===== config.mk =====
export PLATFORM = sky130hd
export DESIGN_NAME = vlsu_top
export DESIGN_NICKNAME = d
export VERILOG_FILES = /design/src/rtl/vlsu_pkg.sv /design/src/rtl/vlsu_align.sv /design/src/rtl/vlsu_regs.sv /design/src/rtl/vlsu_rob.sv /design/src/rtl/vlsu_seq.sv /design/src/rtl/vlsu_top.sv
export SDC_FILE = /design/constraint.sdc
export NUM_CORES = 1
export LEC_CHECK = 0
export BUFFER_PORTS_ARGS = -buffer_cell sky130_fd_sc_hd__buf_2
export CORE_AREA = 2 2 258 260
export DETAILED_ROUTE_END_ITERATION = 7
export DIE_AREA = 0 0 260 262
export PLACE_DENSITY = 0.74
export SETUP_SLACK_MARGIN = 0.15
export SYNTH_ARGS = -nofsm -noshare
export SYNTH_HDL_FRONTEND = slang
export SYNTH_SLANG_ARGS = --single-unit

===== constraint.sdc =====
create_clock -name clk_i -period 18.8 [get_ports clk_i]
set_clock_uncertainty 0.05 [all_clocks]
set_input_delay 0 -clock clk_i [delete_from_list [all_inputs] [get_ports clk_i]]
set_output_delay 0 -clock clk_i [all_outputs]
set_load 0.02 [all_outputs]

===== src/rtl/vlsu_pkg.sv =====
// Shared widths, register map and element-width codes used by every block of the load/store unit
package vlsu_pkg;

  //////////////////////////////////////////////////////////////////////
  // Data path and vector register file geometry
  //////////////////////////////////////////////////////////////////////

  localparam int addr_w     = 32;
  localparam int elen       = 32;
  localparam int elenb      = elen / 8;
  localparam int vlen_bytes = 32;
  localparam int vrf_words  = vlen_bytes / elenb;
  localparam int vrf_addr_w = 8;
  // Register number field, 32 registers of vrf_words words each
  localparam int vd_w       = vrf_addr_w - $clog2(vrf_words);
  localparam int vl_w       = 6;

  // Element width codes
  localparam logic [1:0] ew_8  = 2'd0;
  localparam logic [1:0] ew_16 = 2'd1;
  localparam logic [1:0] ew_32 = 2'd2;

  //////////////////////////////////////////////////////////////////////
  // Register map and command word
  //////////////////////////////////////////////////////////////////////

  localparam logic [1:0] reg_base   = 2'd0;
  localparam logic [1:0] reg_stride = 2'd1;
  localparam logic [1:0] reg_cmd    = 2'd2;
  localparam logic [1:0] reg_status = 2'd3;

  localparam int cmd_vl_lsb      = 0;
  localparam int cmd_vsew_lsb    = 6;
  localparam int cmd_vd_lsb      = 8;
  localparam int cmd_load_bit    = 16;
  localparam int cmd_strided_bit = 17;

  // Byte mask of one element sitting in lane 0
  function automatic logic [elenb-1:0] ew_mask(input logic [1:0] vsew);
    case (vsew)
      ew_8:    return 4'b0001;
      ew_16:   return 4'b0011;
      ew_32:   return 4'b1111;
      default: return 4'b1111;
    endcase
  endfunction

endpackage


===== src/rtl/vlsu_align.sv =====
// Byte-lane rotation between memory and register file words, plus the VRF byte enables
`timescale 1ns/1ns

module vlsu_align (
  input  logic                               is_load_i,
  input  logic [1:0]                         vsew_i,
  input  logic [$clog2(vlsu_pkg::elenb)-1:0] mem_byte_off_i,
  input  logic [$clog2(vlsu_pkg::elenb)-1:0] vrf_byte_off_i,
  input  logic [vlsu_pkg::elen-1:0]          rob_data_i,
  output logic [vlsu_pkg::elen-1:0]          mem_rdata_o,
  input  logic [vlsu_pkg::elen-1:0]          vrf_rdata_i,
  output logic [vlsu_pkg::elen-1:0]          store_data_o,
  output logic [vlsu_pkg::elen-1:0]          load_data_o,
  output logic [vlsu_pkg::elenb-1:0]         vrf_wbe_o
);
  import vlsu_pkg::*;

  localparam int off_w = $clog2(elenb);

  // Move byte lane off down to lane 0
  function automatic logic [elen-1:0] rot_down(input logic [elen-1:0] word,
                                               input logic [off_w-1:0] off);
    logic [2*elen-1:0] dbl;
    dbl = {word, word} >> {off, 3'b000};
    return dbl[elen-1:0];
  endfunction

  // Move lane 0 up to byte lane off
  function automatic logic [elen-1:0] rot_up(input logic [elen-1:0] word,
                                             input logic [off_w-1:0] off);
    logic [off_w-1:0] back;
    back = off_w'(elenb) - off;
    return rot_down(word, back);
  endfunction

  //////////////////////////////////////////////////////////////////////
  // Load path, memory lanes to VRF lanes
  //////////////////////////////////////////////////////////////////////

  assign load_data_o = rot_up(rot_down(rob_data_i, mem_byte_off_i), vrf_byte_off_i);

  // Only the element bytes are written, the rest of the VRF word is kept
  assign vrf_wbe_o = is_load_i ? elenb'(ew_mask(vsew_i) << vrf_byte_off_i) : '0;

  //////////////////////////////////////////////////////////////////////
  // Store path, VRF lanes to memory lanes
  //////////////////////////////////////////////////////////////////////

  // Element goes into the buffer in lane 0
  assign store_data_o = rot_down(vrf_rdata_i, vrf_byte_off_i);

  // Buffer head placed on the lanes of its memory request
  assign mem_rdata_o = rot_up(rob_data_i, mem_byte_off_i);

endmodule


===== src/rtl/vlsu_regs.sv =====
// Wishbone classic register block that takes base, stride and command from software and reports status
`timescale 1ns/1ns

module vlsu_regs (
  input  logic                            clk_i,
  input  logic                            rst_i,
  // Wishbone classic slave
  input  logic                            wb_cyc_i,
  input  logic                            wb_stb_i,
  input  logic                            wb_we_i,
  input  logic [1:0]                      wb_adr_i,
  input  logic [31:0]                     wb_dat_i,
  output logic [31:0]                     wb_dat_o,
  output logic                            wb_ack_o,
  // Sequencer status
  input  logic                            busy_i,
  input  logic                            finish_i,
  // Command to the sequencer
  output logic [vlsu_pkg::addr_w-1:0]     base_o,
  output logic [vlsu_pkg::addr_w-1:0]     stride_o,
  output logic [vlsu_pkg::vl_w-1:0]       vl_o,
  output logic [1:0]                      vsew_o,
  output logic [vlsu_pkg::vd_w-1:0]       vd_o,
  output logic                            is_load_o,
  output logic                            strided_o,
  output logic                            start_o
);
  import vlsu_pkg::*;

  logic                ack_q;
  logic                done_q;
  logic [addr_w-1:0]   base_q;
  logic [addr_w-1:0]   stride_q;
  logic [31:0]         cmd_q;
  logic                access;
  logic                status_read;
  logic [31:0]         rdata;

  // A new access is seen once, the cycle before its acknowledge
  assign access      = wb_cyc_i & wb_stb_i & ~ack_q;
  assign status_read = access & ~wb_we_i & (wb_adr_i == reg_status);
  // Command writes are dropped while a vector is in flight
  assign start_o     = access & wb_we_i & (wb_adr_i == reg_cmd) & ~busy_i;

  always_comb begin
    case (wb_adr_i)
      reg_base:   rdata = base_q;
      reg_stride: rdata = stride_q;
      reg_cmd:    rdata = cmd_q;
      default:    rdata = {30'd0, done_q, busy_i};
    endcase
  end

  always_ff @(posedge clk_i) begin
    if (rst_i) begin
      ack_q  <= 1'b0;
      done_q <= 1'b0;
      cmd_q  <= '0;
    end else begin
      ack_q <= access;
      if (start_o) begin
        cmd_q <= wb_dat_i;
      end
      // A finish in the same cycle as a status read keeps done set
      if (finish_i) begin
        done_q <= 1'b1;
      end else if (status_read) begin
        done_q <= 1'b0;
      end
    end
  end

  always_ff @(posedge clk_i) begin
    if (access & wb_we_i & (wb_adr_i == reg_base)) begin
      base_q <= wb_dat_i;
    end
    if (access & wb_we_i & (wb_adr_i == reg_stride)) begin
      stride_q <= wb_dat_i;
    end
    if (access & ~wb_we_i) begin
      wb_dat_o <= rdata;
    end
  end

  assign wb_ack_o  = ack_q;
  assign base_o    = base_q;
  assign stride_o  = stride_q;
  assign vl_o      = cmd_q[cmd_vl_lsb +: vl_w];
  assign vsew_o    = cmd_q[cmd_vsew_lsb +: 2];
  assign vd_o      = cmd_q[cmd_vd_lsb +: vd_w];
  assign is_load_o = cmd_q[cmd_load_bit];
  assign strided_o = cmd_q[cmd_strided_bit];

endmodule


===== src/rtl/vlsu_rob.sv =====
// Reorder buffer that hands out ids, takes entries back by id and releases them in issue order
`timescale 1ns/1ns

module vlsu_rob #(
  parameter  int nr_outstanding = 8,
  localparam int id_w           = $clog2(nr_outstanding)
) (
  input  logic                      clk_i,
  input  logic                      rst_i,
  // Allocation
  input  logic                      alloc_i,
  output logic [id_w-1:0]           id_o,
  output logic                      full_o,
  // Fill by id
  input  logic                      push_i,
  input  logic [id_w-1:0]           push_id_i,
  input  logic [vlsu_pkg::elen-1:0] push_data_i,
  // In-order head
  output logic                      head_valid_o,
  output logic [id_w-1:0]           head_id_o,
  output logic [vlsu_pkg::elen-1:0] head_data_o,
  input  logic                      pop_i
);
  import vlsu_pkg::*;

  // Pointers carry one wrap bit to tell full from empty
  logic [id_w:0]             wptr_q;
  logic [id_w:0]             rptr_q;
  logic [nr_outstanding-1:0] valid_q;
  logic [elen-1:0]           data_q [nr_outstanding];

  assign id_o      = wptr_q[id_w-1:0];
  assign head_id_o = rptr_q[id_w-1:0];
  assign full_o    = (wptr_q[id_w] != rptr_q[id_w])
                     && (wptr_q[id_w-1:0] == rptr_q[id_w-1:0]);

  // No fall-through, a pushed entry reaches the head one cycle later
  assign head_valid_o = valid_q[head_id_o];
  assign head_data_o  = data_q[head_id_o];

  always_ff @(posedge clk_i) begin
    if (rst_i) begin
      wptr_q  <= '0;
      rptr_q  <= '0;
      valid_q <= '0;
    end else begin
      if (alloc_i) begin
        wptr_q <= wptr_q + 1'b1;
      end
      if (pop_i) begin
        rptr_q             <= rptr_q + 1'b1;
        valid_q[head_id_o] <= 1'b0;
      end
      if (push_i) begin
        valid_q[push_id_i] <= 1'b1;
      end
    end
  end

  always_ff @(posedge clk_i) begin
    if (push_i) begin
      data_q[push_id_i] <= push_data_i;
    end
  end

endmodule


===== src/rtl/vlsu_seq.sv =====
// Element sequencer that walks a vector on the memory side and the register file side
`timescale 1ns/1ns

module vlsu_seq (
  input  logic                                 clk_i,
  input  logic                                 rst_i,
  input  logic                                 start_i,
  input  logic [vlsu_pkg::addr_w-1:0]          base_i,
  input  logic [vlsu_pkg::addr_w-1:0]          stride_i,
  input  logic [vlsu_pkg::vl_w-1:0]            vl_i,
  input  logic [1:0]                           vsew_i,
  input  logic [vlsu_pkg::vd_w-1:0]            vd_i,
  input  logic                                 is_load_i,
  input  logic                                 strided_i,
  output logic                                 busy_o,
  output logic                                 finish_o,
  // Memory request side
  output logic                                 mem_req_valid_o,
  input  logic                                 mem_req_ready_i,
  output logic [vlsu_pkg::addr_w-1:0]          mem_req_addr_o,
  output logic [$clog2(vlsu_pkg::elenb)-1:0]   mem_byte_off_o,
  output logic [vlsu_pkg::elenb-1:0]           mem_req_strb_o,
  // Register file side
  output logic [vlsu_pkg::vrf_addr_w-1:0]      vrf_addr_o,
  output logic [$clog2(vlsu_pkg::elenb)-1:0]   vrf_byte_off_o,
  output logic                                 vrf_re_o,
  input  logic                                 vrf_rvalid_i,
  output logic                                 vrf_we_o,
  input  logic                                 vrf_wvalid_i,
  // Reorder buffer control
  input  logic                                 rob_full_i,
  input  logic                                 rob_head_valid_i,
  output logic                                 rob_alloc_o,
  output logic                                 rob_pop_o
);
  import vlsu_pkg::*;

  // Byte counters reach vl times four at most
  localparam int cnt_w = vl_w + 2;
  localparam int off_w = $clog2(elenb);

  logic              busy_q;
  logic [cnt_w-1:0]  mem_cnt_q;
  logic [cnt_w-1:0]  vrf_cnt_q;
  logic [cnt_w-1:0]  total_bytes;
  logic [cnt_w-1:0]  esize;
  logic              mem_done;
  logic              vrf_done;
  logic              mem_fire;
  logic              vrf_fire;
  logic [addr_w-1:0] mem_addr;
  logic [addr_w-1:0] align_addr;

  // Byte address of the element whose VRF byte position is cnt
  function automatic logic [addr_w-1:0] elem_addr(input logic [cnt_w-1:0] cnt);
    logic [cnt_w-1:0] idx;
    idx = cnt >> vsew_i;
    if (strided_i) begin
      return base_i + addr_w'(idx) * stride_i;
    end
    return base_i + addr_w'(cnt);
  endfunction

  assign esize       = cnt_w'(1) << vsew_i;
  assign total_bytes = cnt_w'(vl_i) << vsew_i;
  assign mem_done    = mem_cnt_q == total_bytes;
  assign vrf_done    = vrf_cnt_q == total_bytes;

  // Loads align at the VRF write, stores align each side at its own counter
  always_comb begin
    mem_addr   = elem_addr(mem_cnt_q);
    align_addr = elem_addr(is_load_i ? vrf_cnt_q : mem_cnt_q);
  end

  //////////////////////////////////////////////////////////////////////
  // Advance conditions
  //////////////////////////////////////////////////////////////////////

  // Loads need a free id, stores need the next element in the buffer head
  assign mem_req_valid_o = busy_q & ~mem_done & (is_load_i ? ~rob_full_i : rob_head_valid_i);
  assign mem_fire        = mem_req_valid_o & mem_req_ready_i;

  assign vrf_we_o = busy_q & is_load_i & ~vrf_done & rob_head_valid_i;
  assign vrf_re_o = busy_q & ~is_load_i & ~vrf_done & ~rob_full_i;
  assign vrf_fire = (vrf_we_o & vrf_wvalid_i) | (vrf_re_o & vrf_rvalid_i);

  assign rob_alloc_o = is_load_i ? mem_fire : (vrf_re_o & vrf_rvalid_i);
  assign rob_pop_o   = is_load_i ? (vrf_we_o & vrf_wvalid_i) : mem_fire;

  assign finish_o = busy_q & mem_done & vrf_done;
  assign busy_o   = busy_q;

  always_ff @(posedge clk_i) begin
    if (rst_i) begin
      busy_q    <= 1'b0;
      mem_cnt_q <= '0;
      vrf_cnt_q <= '0;
    end else if (start_i) begin
      busy_q    <= 1'b1;
      mem_cnt_q <= '0;
      vrf_cnt_q <= '0;
    end else begin
      if (finish_o) begin
        busy_q <= 1'b0;
      end
      if (mem_fire) begin
        mem_cnt_q <= mem_cnt_q + esize;
      end
      if (vrf_fire) begin
        vrf_cnt_q <= vrf_cnt_q + esize;
      end
    end
  end

  //////////////////////////////////////////////////////////////////////
  // Addresses and strobes
  //////////////////////////////////////////////////////////////////////

  // An element is expected to fit inside one memory word
  assign mem_req_addr_o = {mem_addr[addr_w-1:off_w], {off_w{1'b0}}};
  assign mem_req_strb_o = elenb'(ew_mask(vsew_i) << mem_addr[off_w-1:0]);
  assign mem_byte_off_o = align_addr[off_w-1:0];

  assign vrf_addr_o     = {vd_i, {$clog2(vrf_words){1'b0}}}
                          + vrf_addr_w'(vrf_cnt_q[cnt_w-1:off_w]);
  assign vrf_byte_off_o = vrf_cnt_q[off_w-1:0];

endmodule


===== src/rtl/vlsu_top.sv =====
// Top level of the vector load/store unit, connecting register block, sequencer, buffer and aligner
`timescale 1ns/1ns

module vlsu_top #(
  parameter  int nr_outstanding = 8,
  localparam int id_w           = $clog2(nr_outstanding)
) (
  input  logic                            clk_i,
  input  logic                            rst_i,
  // Wishbone classic slave
  input  logic                            wb_cyc_i,
  input  logic                            wb_stb_i,
  input  logic                            wb_we_i,
  input  logic [1:0]                      wb_adr_i,
  input  logic [31:0]                     wb_dat_i,
  output logic [31:0]                     wb_dat_o,
  output logic                            wb_ack_o,
  // Memory request
  output logic                            mem_req_valid_o,
  input  logic                            mem_req_ready_i,
  output logic [vlsu_pkg::addr_w-1:0]     mem_req_addr_o,
  output logic                            mem_req_we_o,
  output logic [vlsu_pkg::elenb-1:0]      mem_req_strb_o,
  output logic [vlsu_pkg::elen-1:0]       mem_req_wdata_o,
  output logic [id_w-1:0]                 mem_req_id_o,
  // Memory result
  input  logic                            mem_rsp_valid_i,
  input  logic [id_w-1:0]                 mem_rsp_id_i,
  input  logic [vlsu_pkg::elen-1:0]       mem_rsp_rdata_i,
  // Vector register file
  output logic [vlsu_pkg::vrf_addr_w-1:0] vrf_raddr_o,
  output logic                            vrf_re_o,
  input  logic [vlsu_pkg::elen-1:0]       vrf_rdata_i,
  input  logic                            vrf_rvalid_i,
  output logic [vlsu_pkg::vrf_addr_w-1:0] vrf_waddr_o,
  output logic [vlsu_pkg::elen-1:0]       vrf_wdata_o,
  output logic [vlsu_pkg::elenb-1:0]      vrf_wbe_o,
  output logic                            vrf_we_o,
  input  logic                            vrf_wvalid_i
);
  import vlsu_pkg::*;

  logic [addr_w-1:0]     base;
  logic [addr_w-1:0]     stride;
  logic [vl_w-1:0]       vl;
  logic [1:0]            vsew;
  logic [vd_w-1:0]       vd;
  logic                  is_load;
  logic                  strided;
  logic                  start;
  logic                  busy;
  logic                  finish;
  logic [$clog2(elenb)-1:0] mem_byte_off;
  logic [$clog2(elenb)-1:0] vrf_byte_off;
  logic [vrf_addr_w-1:0] vrf_addr;
  logic                  rob_full;
  logic                  rob_alloc;
  logic                  rob_pop;
  logic [id_w-1:0]       rob_id;
  logic                  rob_push;
  logic [id_w-1:0]       rob_push_id;
  logic [elen-1:0]       rob_push_data;
  logic                  rob_head_valid;
  logic [id_w-1:0]       rob_head_id;
  logic [elen-1:0]       rob_head_data;
  logic [elen-1:0]       store_elem;

  vlsu_regs u_regs (
    .clk_i     (clk_i),
    .rst_i     (rst_i),
    .wb_cyc_i  (wb_cyc_i),
    .wb_stb_i  (wb_stb_i),
    .wb_we_i   (wb_we_i),
    .wb_adr_i  (wb_adr_i),
    .wb_dat_i  (wb_dat_i),
    .wb_dat_o  (wb_dat_o),
    .wb_ack_o  (wb_ack_o),
    .busy_i    (busy),
    .finish_i  (finish),
    .base_o    (base),
    .stride_o  (stride),
    .vl_o      (vl),
    .vsew_o    (vsew),
    .vd_o      (vd),
    .is_load_o (is_load),
    .strided_o (strided),
    .start_o   (start)
  );

  vlsu_seq u_seq (
    .clk_i            (clk_i),
    .rst_i            (rst_i),
    .start_i          (start),
    .base_i           (base),
    .stride_i         (stride),
    .vl_i             (vl),
    .vsew_i           (vsew),
    .vd_i             (vd),
    .is_load_i        (is_load),
    .strided_i        (strided),
    .busy_o           (busy),
    .finish_o         (finish),
    .mem_req_valid_o  (mem_req_valid_o),
    .mem_req_ready_i  (mem_req_ready_i),
    .mem_req_addr_o   (mem_req_addr_o),
    .mem_byte_off_o   (mem_byte_off),
    .mem_req_strb_o   (mem_req_strb_o),
    .vrf_addr_o       (vrf_addr),
    .vrf_byte_off_o   (vrf_byte_off),
    .vrf_re_o         (vrf_re_o),
    .vrf_rvalid_i     (vrf_rvalid_i),
    .vrf_we_o         (vrf_we_o),
    .vrf_wvalid_i     (vrf_wvalid_i),
    .rob_full_i       (rob_full),
    .rob_head_valid_i (rob_head_valid),
    .rob_alloc_o      (rob_alloc),
    .rob_pop_o        (rob_pop)
  );

  // Loads fill the buffer from memory results, stores from VRF reads
  assign rob_push      = is_load ? mem_rsp_valid_i : rob_alloc;
  assign rob_push_id   = is_load ? mem_rsp_id_i : rob_id;
  assign rob_push_data = is_load ? mem_rsp_rdata_i : store_elem;

  vlsu_rob #(
    .nr_outstanding (nr_outstanding)
  ) u_rob (
    .clk_i        (clk_i),
    .rst_i        (rst_i),
    .alloc_i      (rob_alloc),
    .id_o         (rob_id),
    .full_o       (rob_full),
    .push_i       (rob_push),
    .push_id_i    (rob_push_id),
    .push_data_i  (rob_push_data),
    .head_valid_o (rob_head_valid),
    .head_id_o    (rob_head_id),
    .head_data_o  (rob_head_data),
    .pop_i        (rob_pop)
  );

  vlsu_align u_align (
    .is_load_i      (is_load),
    .vsew_i         (vsew),
    .mem_byte_off_i (mem_byte_off),
    .vrf_byte_off_i (vrf_byte_off),
    .rob_data_i     (rob_head_data),
    .mem_rdata_o    (mem_req_wdata_o),
    .vrf_rdata_i    (vrf_rdata_i),
    .store_data_o   (store_elem),
    .load_data_o    (vrf_wdata_o),
    .vrf_wbe_o      (vrf_wbe_o)
  );

  // Stores carry the id of the buffer head they drain
  assign mem_req_id_o = is_load ? rob_id : rob_head_id;
  assign mem_req_we_o = ~is_load;
  assign vrf_raddr_o  = vrf_addr;
  assign vrf_waddr_o  = vrf_addr;

endmodule


==> results.tsv, run 1 <==
stage	metric	value	unit
sta	Worst Hold Slack	62.3	ps
synthesis	Cells after Synth	2605	
sta	Pins Over Slew Limit	0	
synthesis	most frequent cell after synthesis	nand2_1	
critical_path	Worst path slowest cell	o311ai_0	
critical_path	kind of end point of the critical path	output port	
finish	ANT cells	0	
placed_design	HPWL after DPL	53400	um
grt	via count of the first global-routing pass	20500	
finish	number of cells in the finished layout apart from fillers	3771	
sta	final critical delay including setup and external delays	7670	ps
clocking	H-tree Lvls	2	
clocking	Clock Pin Slew Worst Setup and Hold Paths	60	ps
drt	count of nets left with antenna violations after detail routing	0	
synthesis	Commonest cells post-synth	nand2_1 (388), edfxtp_1 (352), inv_1 (272)	
min_path	Hold WC Path Type	input port to flip-flop	
run	max-capacitance violation count	0	
critical_path	Buf+Inv Stages, Crit Path	6	
placed_design	number of buffers added on ports	267	
grt	global-route layer with the greatest usage	met2	
drt	final routed wirelength across all metal layers	76200	um
grt	largest net degree at the start of global routing	98	
finish	Layout Cell Area excl Fill	33500	um2
critical_path	start-to-end type of the worst setup path	flip-flop to output port	
critical_path	Cell Chain, Critical Path	buf_4 > nor2b_1 > nand2_1 > o21ai_1 > buf_4 > nand2_1 > fa_1 > fa_1 > inv_1 > fa_1 > inv_1 > fa_1 > inv_1 > ha_1 > o21ai_0 > a21oi_1 > o311ai_0 > nand2_1 > a221oi_1 > o21ai_0 > xnor2_1 > mux2i_1 > buf_2	
drt	# DRC	0	
synthesis	main flop type after synthesis	edfxtp_1	
clocking	TritonCTS Buffers	45	
die	Core Rows	94	
die	overall die area	68100	um2
die	Die H	262	um
sta	final hold violation count	0	
clocking	root buffer cell	clkbuf_16	
sta	Slew headroom	24.6	%
sta	share of the cycle needed by the critical path after routing	40.8	%
critical_path	Critical Path Start Type	flip-flop	
synthesis	dominant cells by area after synthesis	edfxtp_1 (36%), fa_1 (13%), mux4_2 (8.5%)	
drt	Routed WL per cell	20.2	um
sta	transition at the pin with the smallest max-transition slack	1130	ps
grt	routing usage on met1	30.8	%
synthesis	count of warnings emitted by yosys	0	
die	x dimension of the die	260	um
synthesis	Post-Syn Area	29100	um2
pwr	Leakage	0.0133	uW
clocking	count of cells resized by post-cts repair	0	
synthesis	number of flops mapped to enable cells by yosys	352	
placed_design	instance area at placement	31200	um2
finish	share of final-layout standard cells stronger than drive strength 1	19.4	%
placed_design	# placed instances	3613	
clocking	total clock sinks	422	
placed_design	RePlAce Congestion	0.909	
pwr	Power Density	62.5	nW/um2
run_status	status	complete, no violations	
grt	GR met2 Demand/Resource	34.5	%
drt	Vias	20900	
grt	Overall Global Routing Usage	22.0	%
critical_path	CP arrival	7620	ps
sta	unrepaired setup endpoints after global routing	no	
synthesis	fraction of registers with async set/reset	0	%
synthesis	synthesized area per cell	11.2	um2
critical_path	critical path data required time	18750	ps
grt	wire length of the first global-routing pass	116000	um
drt	detail-routed via count per cell	5.55	
die	starting density of the core	44.6	%
drt	detailed-router iteration count before antenna repair	7	
clocking	TritonCTS clock tree	done	
clocking	Skew-Pair Late Insertion Delay	600	ps
drt	DRT iter0 DRCs	1712	
critical_path	critical path fanouts, max	34	
pwr	worst voltage drop across the vdd grid	0.0000725	V
grt	routing usage on met3	4.01	%
synthesis	proportion of netlist area held by the largest area contributor	36.3	%
synthesis	Seq cells post-synth	422	
grt	total grt overflow	0	
sta	setup TNS after final layout	0	ps
synthesis	number of distinct library cell variants in the gate-level netlist after synthesis	67	
critical_path	Most common cell on crit path	fa_1	
critical_path	largest stage delay on the critical path	760	ps
grt	initial antenna violation count	0	
sta	highest clock frequency the design can meet	0.130	GHz
synthesis	largest area contributor in the synthesized netlist	edfxtp_1	
sta	Final setup violation count	0	
synthesis	sequential-to-total area share from yosys stat	41.1	%
die	total core area	65300	um2
clocking	clock buffer depth	3	
critical_path	cell class contributing the biggest share of worst-path delay	adder cells	
finish	layout net count	3236	
die	count of boundary I/O pins	270	
finish	area delta synth->final	15.2	%
-- final cells by class --
| type | instances | area [um2] |
|---|---|---|
| Clock inverter | 35 | 438 |
| Clock buffer | 49 | 1140 |
| Fill cell | 5619 | 31800 |
| Sequential cell | 422 | 12000 |
| Timing Repair Buffer | 373 | 2320 |
| Multi-Input combinational cell | 1754 | 15500 |
| Inverter | 274 | 1030 |
| Tap cell | 864 | 1080 |
-- layout by cell type (no fill, tap or decap), types with 12 or more instances in the layout --
master and instances:
a211oi_1 12, a21o_1 13, a21oi_1 104, and2_1 152
buf_2 267, buf_4 32, clkbuf_16 45, dfxtp_1 63
dlygate4sd3_1 74, edfxtp_1 352, fa_1 190, ha_1 66
inv_1 272, mux2_2 42, mux2i_1 112, mux4_2 110
nand2_1 388, nand2b_1 14, nand3_1 23, nand4_1 13
nor2_1 84, nor2b_1 12, nor3_1 21, o21a_1 44
o21ai_0 101, o21ai_1 33, o31ai_1 12, xnor2_1 71
xor2_1 22
-- routing by layer --
layer,routed length [um],share of wire [%]
met1,32800,43
met2,35200,46
met3,5490,7.2
met4,2740,3.6
met5,0,0
-- cell families (layout without fill, tap and decap cells) --
group           Yosys count  after routing  share of synthesized area, %
compound gates          373            373                          7.79
flops                   422            422                          41.1
fa+ha+maj               256            256                          15.9
buf+inv                 430            731                          5.90
simple gates            760            760                          12.1
mux                     265            265                          14.0
other cells               1              2                        0.0129
xor+xnor                 98             98                          3.09
-- what timing repair did --
action / 4_1_cts / 5_1_grt
hold buffers: 74 / 0
setup buffers: 0 / 0
endpoints found under the setup margin: 0 / 0
endpoints found under the hold margin: 392 / 0
-- power by group --
part / internal [uW] / switching (uW) / total (uW)
clock: 546 / 401 / 947
combinational: 47.9 / 78.7 / 127
sequential: 1020 / 4.18 / 1020
-- stage by stage --
| step | util, % | worst slack (ps) | power [uW] |
|---|---|---|---|
| after floorplan | - | 12600 | 1110 |
| after global placement | 47.8 | 11880 | 1150 |
| after detailed placement | 47.8 | 11740 | 1150 |
| after CTS | 51.4 | 11090 | 2110 |
| after global routing | 51.4 | 10750 | 2150 |
| final | 51.4 | 11130 | 2100 |
-- worst paths after layout --
| kind | startpoint | endpoint | slack [ps] | depth (start not counted) |
|---|---|---|---|---|
| hold / removal | vrf_rdata_i[26] | u_rob.data_q[1][18]$_DFFE_PP_ | 60 | 4 |
| setup / recovery | u_regs.cmd_q[6]$_SDFFE_PP0P_ | mem_req_addr_o[29] | 11130 | 23 |
| setup reg to reg | u_regs.cmd_q[6]$_SDFFE_PP0P_ | u_rob.data_q[4][15]$_DFFE_PP_ | 14750 | 10 |
| hold reg to reg | u_regs.cmd_q[22]$_SDFFE_PP0P_ | u_regs.cmd_q[22]$_SDFFE_PP0P_ | 400 | 2 |
-- flip-flops by register name, summed over array words and instances (netlist names), named ones only --
register	flops
u_regs.done_q	1
u_regs.cmd_q	32
u_seq.mem_cnt_q	8
u_regs.wb_dat_o	32
u_rob.valid_q	8
u_regs.stride_o	32
u_regs.wb_ack_o	1
u_seq.vrf_cnt_q	8
u_rob.wptr_q	4
u_regs.base_o	32
u_seq.busy_o	1
u_rob.data_q	256
u_rob.rptr_q	4
-- worst reg2reg max path, stage by stage, from the launching register on --
cell and delay, ps:
dfxtp_1 310, buf_4 370, mux4_2 610, xnor2_1 160
o21ai_0 120, nor4_1 580, nand2_1 280, nand2_1 230
o32a_1 600, nor2_4 70, buf_4 330
(Power assumes the default switching activity.)
==> inputs of run 2 (changes only) <==
--- a/config.mk
+++ b/config.mk
@@ -9,7 +9,7 @@
 export CORE_AREA = 2 2 258 260
 export DETAILED_ROUTE_END_ITERATION = 7
 export DIE_AREA = 0 0 260 262
-export PLACE_DENSITY = 0.74
+export PLACE_DENSITY = 0.76
 export SETUP_SLACK_MARGIN = 0.15
 export SYNTH_ARGS = -nofsm -noshare
 export SYNTH_HDL_FRONTEND = slang
==> constraint.sdc (replaced) <==
create_clock -name clk_i -period 6.4 [get_ports clk_i]
set_clock_uncertainty 0.05 [all_clocks]
set_input_delay 0 -clock clk_i [delete_from_list [all_inputs] [get_ports clk_i]]
set_output_delay 0 -clock clk_i [all_outputs]
set_load 0.02 [all_outputs]
==> run 2 against run 1 <==
Hold slack improved by 19 ps. Sequential share of layout area fell by 0.75 points. First-iteration DRC count rose by 0.64%. Die area did not move. Register-to-register slack got worse by 13000 ps. Final cell count rose by 0.90%. Highest routed layer is now met5.
==> results.tsv, run 2 (synthesis gave the netlist of run 1 again) <==
stage	metric	value	unit
run_status	status	complete, no violations	
sta	highest clock frequency the design can meet	0.162	GHz
die	Core Rows	94	
critical_path	largest stage delay on the critical path	640	ps
sta	unrepaired setup endpoints after global routing	yes	
pwr	relative contribution of the clock network to total power	43.4	%
sta	transition at the pin with the smallest max-transition slack	1220	ps
die	x dimension of the die	260	um
sta	setup TNS after final layout	0	ps
sta	final hold violation count	0	
min_path	Hold WC Path Type	input port to flip-flop	
finish	commonest non-fill, non-tap cell in the layout	nand2_1	
critical_path	Worst path slowest cell	mux4_2	
min_path	launch point of the worst hold path	vrf_rdata_i[24]	
sta	Pins Over Slew Limit	0	
finish	layout net count	3277	
critical_path	worst reg2reg setup slack	1970	ps
clocking	TritonCTS clock tree	done	
drt	Routed WL per cell	20.6	um
pwr	Leakage	0.0135	uW
drt	final routed wirelength across all metal layers	78400	um
die	overall die area	68100	um2
sta	Worst Hold Slack	81.4	ps
critical_path	start-to-end type of the worst setup path	flip-flop to output port	
clocking	TritonCTS Buffers	44	
grt	Overall Global Routing Usage	22.5	%
pwr	Power Density	174	nW/um2
drt	detail-routed via count per cell	5.61	
sta	share of the cycle needed by the critical path after routing	96.3	%
die	total core area	65300	um2
pwr	total internal power	4620	uW
pwr	total net switching power	1350	uW
min_path	capture endpoint of the worst hold path	u_rob.data_q[0][24]$_DFFE_PP_	
sta	Slew headroom	18.4	%
die	Die H	262	um
critical_path	critical path data required time	6350	ps
grt	initial antenna violation count	3	
critical_path	end of the worst register-to-register path	u_rob.data_q[2][18]$_DFFE_PP_	
finish	Layout Cell Area excl Fill	34300	um2
critical_path	number of cells on the worst reg-to-reg path	11	
grt	wire length of the first global-routing pass	120000	um
clocking	root buffer cell	clkbuf_16	
drt	detailed-router iteration count before antenna repair	5	
run	max-capacitance violation count	0	
placed_design	instance area at placement	31400	um2
pwr	Comb power frac	6.3	%
grt	via count of the first global-routing pass	21200	
finish	number of filler instances in the final layout	5544	
clocking	Clock Pin Slew Worst Setup and Hold Paths	70	ps
clocking	total clock sinks	422	
placed_design	HPWL after DPL	55600	um
finish	most used cells in the layout excluding fill and tap cells	nand2_1 (384), edfxtp_1 (352), inv_1 (269)	
critical_path	critical path fanouts, max	7	
drt	DRT iter0 DRCs	1723	
sta	Final setup violation count	0	
finish	area delta synth->final	17.8	%
pwr	worst voltage drop across the vdd grid	0.000170	V
clocking	H-tree Lvls	2	
placed_design	number of buffers added on ports	267	
pwr	Flop pwr share	50.3	%
clocking	Skew-Pair Late Insertion Delay	590	ps
critical_path	Reg2Reg Launch Point	u_regs.cmd_q[6]$_SDFFE_PP0P_	
clocking	clock buffer depth	3	
drt	Vias	21300	
critical_path	Cell Chain, Critical Path	mux4_2 > buf_8 > and2_1 > fa_2 > fa_2 > fa_1 > inv_1 > fa_1 > inv_1 > ha_4 > nand4_1 > nor2_4 > o311ai_2 > buf_4 > buf_6 > a31oi_4 > o21a_1 > o21a_1 > o21ai_0 > a31o_2 > buf_6	
die	starting density of the core	44.6	%
grt	largest net degree at the start of global routing	98	
drt	# DRC	0	
drt	count of nets left with antenna violations after detail routing	0	
critical_path	CP arrival	6120	ps
grt	total grt overflow	0	
finish	number of flip-flops under the largest register name	256	
sta	final critical delay including setup and external delays	6170	ps
finish	Reg with most FFs	u_rob.data_q	
die	count of boundary I/O pins	270	
placed_design	RePlAce Congestion	0.925	
finish	post-layout utilization of the core	52.5	%
critical_path	Critical Path Start Type	flip-flop	
critical_path	kind of end point of the critical path	output port	
min_path	worst hold path cell count	4	
finish	share of final-layout standard cells stronger than drive strength 1	22.9	%
pwr	share of total power consumed by net switching	22.6	%
run 2: worst max-delay path: cells and delay by family (launching register included):
family,cells,cell delay [ps]
flops,1,400
compound gates,6,940
mux,1,640
buf+inv,6,720
simple gates,3,550
fa+ha+maj,5,2270
run 2: power groups by stage:
stage	Combinational (uW)	Sequential, uW	Clock, uW
6_report	378	3010	2590
3_5_place_dp	330	3060	0
2_1_floorplan	186	3070	0
3_3_place_gp	325	3060	0
5_1_grt	406	3010	2730
4_1_cts	368	3000	2640
run 2: cell type report:
| class | count | area, um2 | area share (%) |
|---|---|---|---|
| diodes | 1 | 2.50 | 0.00730 |
| clock buffers | 51 | 1140 | 3.32 |
| clock inverters | 24 | 308 | 0.898 |
| inverters | 274 | 1030 | 3.00 |
| multi-input cells | 1754 | 16000 | 46.7 |
| flip-flops and latches | 422 | 12000 | 35.0 |
| well taps | 864 | 1080 | 3.15 |
| repair buffers | 415 | 2710 | 7.91 |
run 2: worst max-delay path by stage:
| stage | cells past startpoint | slack [ps] | to | start |
|---|---|---|---|---|
| floorplan | 24 | 200 | mem_req_addr_o[29] | u_regs.cmd_q[7]$_SDFFE_PP0P_ |
| global placement | 22 | -20 | mem_req_addr_o[29] | u_regs.cmd_q[6]$_SDFFE_PP0P_ |
| detailed placement | 22 | -50 | mem_req_addr_o[31] | u_regs.cmd_q[6]$_SDFFE_PP0P_ |
| CTS | 21 | 150 | mem_req_addr_o[19] | u_regs.cmd_q[6]$_SDFFE_PP0P_ |
| global route | 23 | 70 | mem_req_addr_o[19] | u_regs.cmd_q[6]$_SDFFE_PP0P_ |
| finish | 21 | 230 | mem_req_addr_o[19] | u_regs.cmd_q[6]$_SDFFE_PP0P_ |
run 2: per-layer routing:
metal	track usage, %	wire, um	vias to the layer above
met5	0	28	-
li1	-	-	9586
met1	31.1	33000	10700
met3	3.68	5420	177
met2	36.1	37100	839
met4	8.13	2850	4
run 2: repair_timing:
action	in CTS	in global routing
buffers inserted	8	13
hold buffers	71	0
hold endpoints to repair	402	0
endpoints found under the setup margin	18	16
pin swaps	7	52
gates resized for setup	47	82
gates cloned	0	3
run 2: metrics by stage:
stage	worst slack [ps]	instances	power [uW]
after global routing	74.4	3805	6140
after detailed placement	-53.9	3634	3390
after CTS	147	3788	6010
after floorplan	205	2606	3250
after global placement	-15.5	3634	3390
final	234	3805	5970
==> inputs of run 3 (changes only) <==
--- a/config.mk
+++ b/config.mk
@@ -10,6 +10,7 @@
 export DETAILED_ROUTE_END_ITERATION = 7
 export DIE_AREA = 0 0 260 262
 export PLACE_DENSITY = 0.76
+export REMOVE_ABC_BUFFERS = 1
 export SETUP_SLACK_MARGIN = 0.15
 export SYNTH_ARGS = -nofsm -noshare
 export SYNTH_HDL_FRONTEND = slang
==> run 3 against run 2 <==
Fmax is 2.1% lower. Final cell count is 0.50% higher. Routed wire length is 0.60% lower. Critical path depth is 2 lower. Utilization is 0.60 points higher. Combinational power hardly changed. Final area is 1.1% higher. Critical endpoint unchanged. Largest power group unchanged. Highest routed layer unchanged.
==> results.tsv, run 3 (synthesis gave the netlist of run 1 again) <==
stage	metric	value	unit
run_status	status	complete, no violations	
drt	# DRC	0	
drt	final routed wirelength across all metal layers	77900	um
finish	share of final-layout standard cells stronger than drive strength 1	23.8	%
min_path	Hold WC Path Type	input port to flip-flop	
drt	detail-routed via count per cell	5.58	
placed_design	RePlAce Congestion	0.884	
pwr	Power Density	175	nW/um2
sta	highest clock frequency the design can meet	0.159	GHz
sta	Worst Hold Slack	30.5	ps
critical_path	CP arrival	6250	ps
clocking	H-tree Lvls	2	
sta	final critical delay including setup and external delays	6300	ps
drt	count of nets left with antenna violations after detail routing	0	
placed_design	# placed instances	3631	
finish	layout net count	3288	
grt	initial antenna violation count	1	
sta	final hold violation count	0	
finish	number of cells in the finished layout apart from fillers	3824	
critical_path	critical path data required time	6350	ps
die	x dimension of the die	260	um
finish	most used cells in the layout excluding fill and tap cells	nand2_1 (384), edfxtp_1 (352), inv_1 (265)	
critical_path	largest stage delay on the critical path	690	ps
sta	Pins Over Slew Limit	0	
clocking	Clock Pin Slew Worst Setup and Hold Paths	70	ps
pwr	Leakage	0.0136	uW
placed_design	number of buffers added on ports	267	
finish	area delta synth->final	19.1	%
clocking	TritonCTS clock tree	done	
drt	Vias	21300	
placed_design	dpl ws	-1.62	ps
clocking	total clock sinks	422	
sta	setup TNS after final layout	0	ps
critical_path	kind of end point of the critical path	output port	
die	count of boundary I/O pins	270	
clocking	root buffer cell	clkbuf_16	
sta	Slew headroom	12.5	%
drt	DRT iter0 DRCs	1786	
clocking	clock buffer depth	3	
run	max-capacitance violation count	0	
drt	Routed WL per cell	20.4	um
critical_path	Cell Chain, Critical Path	mux4_2 > clkbuf_16 > and2_4 > fa_1 > fa_1 > fa_1 > inv_2 > fa_1 > inv_2 > ha_4 > nand2_1 > o211ai_1 > nor2_4 > a31oi_4 > o21a_1 > o21a_1 > or3_1 > a31o_2 > buf_6	
placed_design	HPWL after DPL	52200	um
critical_path	Critical Path Start Type	flip-flop	
finish	number of flip-flops under the largest register name	256	
critical_path	start-to-end type of the worst setup path	flip-flop to output port	
critical_path	Worst path slowest cell	mux4_2	
clocking	Skew-Pair Late Insertion Delay	590	ps
critical_path	critical path fanouts, max	8	
drt	detailed-router iteration count before antenna repair	6	
grt	largest net degree at the start of global routing	77	
die	Die H	262	um
grt	via count of the first global-routing pass	20600	
sta	transition at the pin with the smallest max-transition slack	1300	ps
sta	Final setup violation count	0	
die	starting density of the core	44.6	%
critical_path	Most common cell on crit path	fa_1	
die	total core area	65300	um2
die	overall die area	68100	um2
grt	total grt overflow	0	
sta	worst setup slack after layout	103	ps
pwr	worst voltage drop across the vdd grid	0.000205	V
finish	commonest non-fill, non-tap cell in the layout	nand2_1	
sta	unrepaired setup endpoints after global routing	yes	
sta	share of the cycle needed by the critical path after routing	98.4	%
grt	wire length of the first global-routing pass	116000	um
clocking	TritonCTS Buffers	45	
finish	Reg with most FFs	u_rob.data_q	
grt	Overall Global Routing Usage	22.0	%
die	Core Rows	94	
## run 3: changes by cell type in the layout (fill, tap and decap cells not counted), sizes merged
cell and delta:
mux4 +2, buf +7, clkbuf +12, clkinv -5, bufinv +1, clkinvlp +2
## run 3: stage by stage
stage / utilization [%] / cell area, um2 / power, uW
finish: 53.1 / 34700 / 6070
global route: 53.1 / 34700 / 6240
CTS: 51.9 / 33900 / 6100
detailed placement: 48.0 / 31300 / 3390
global placement: 48.0 / 31300 / 3380
floorplan: - / 28400 / 3240
## run 3: where the power goes
part	switching, uW	internal, uW
registers	14.1	2990
logic	229	146
clock network	1080	1600
## run 3: critical path: cells and delay by family, from the launching register on
kind                       cells  cell delay [ps]
AOI/OAI and AO/OA              5              970
adders and majority gates      5             2300
buffers and inverters          4              450
DFF                            1              420
muxes                          1              690
and+or+nand+nor                4              800
## run 3: cell type report
class                      count  area (um2)
fill                        5415       30600
tap                          864        1080
multi-input combinational   1756       16200
clock buffer                  62        1240
timing repair buffer         423        2860
sequential                   422       12000
antenna                        1        2.50
inverter                     274        1030
clock inverter                22         292
## run 3: timing repair
| item | 4_1_cts | 5_1_grt |
|---|---|---|
| pin swaps | 9 | 70 |
| setup buffers | 16 | 15 |
| endpoints found under the hold margin | 375 | 0 |
| setup endpoints to repair | 17 | 14 |
| gates resized for setup | 48 | 124 |
| hold buffers | 71 | 0 |
| gates cloned | 2 | 4 |
## run 3: final timing paths
kind,from,end,slack [ps],depth (start not counted)
max,u_regs.cmd_q[6]$_SDFFE_PP0P_,mem_req_addr_o[19],100,19
min,wb_cyc_i,u_regs.wb_dat_o[30]$_DFFE_PP_,30,3
max reg2reg,u_regs.cmd_q[6]$_SDFFE_PP0P_,u_rob.data_q[4][17]$_DFFE_PP_,2100,11
min reg2reg,u_regs.cmd_q[25]$_SDFFE_PP0P_,u_regs.cmd_q[25]$_SDFFE_PP0P_,400,2
## run 3: layer usage
| metal | wire [um] | up-vias | track usage, % |
|---|---|---|---|
| met5 | 14 | - | 0 |
| met3 | 5760 | 154 | 4.12 |
| met2 | 37000 | 879 | 35.3 |
| li1 | - | 9631 | - |
| met4 | 2670 | 2 | 7.69 |
| met1 | 32500 | 10700 | 30.0 |
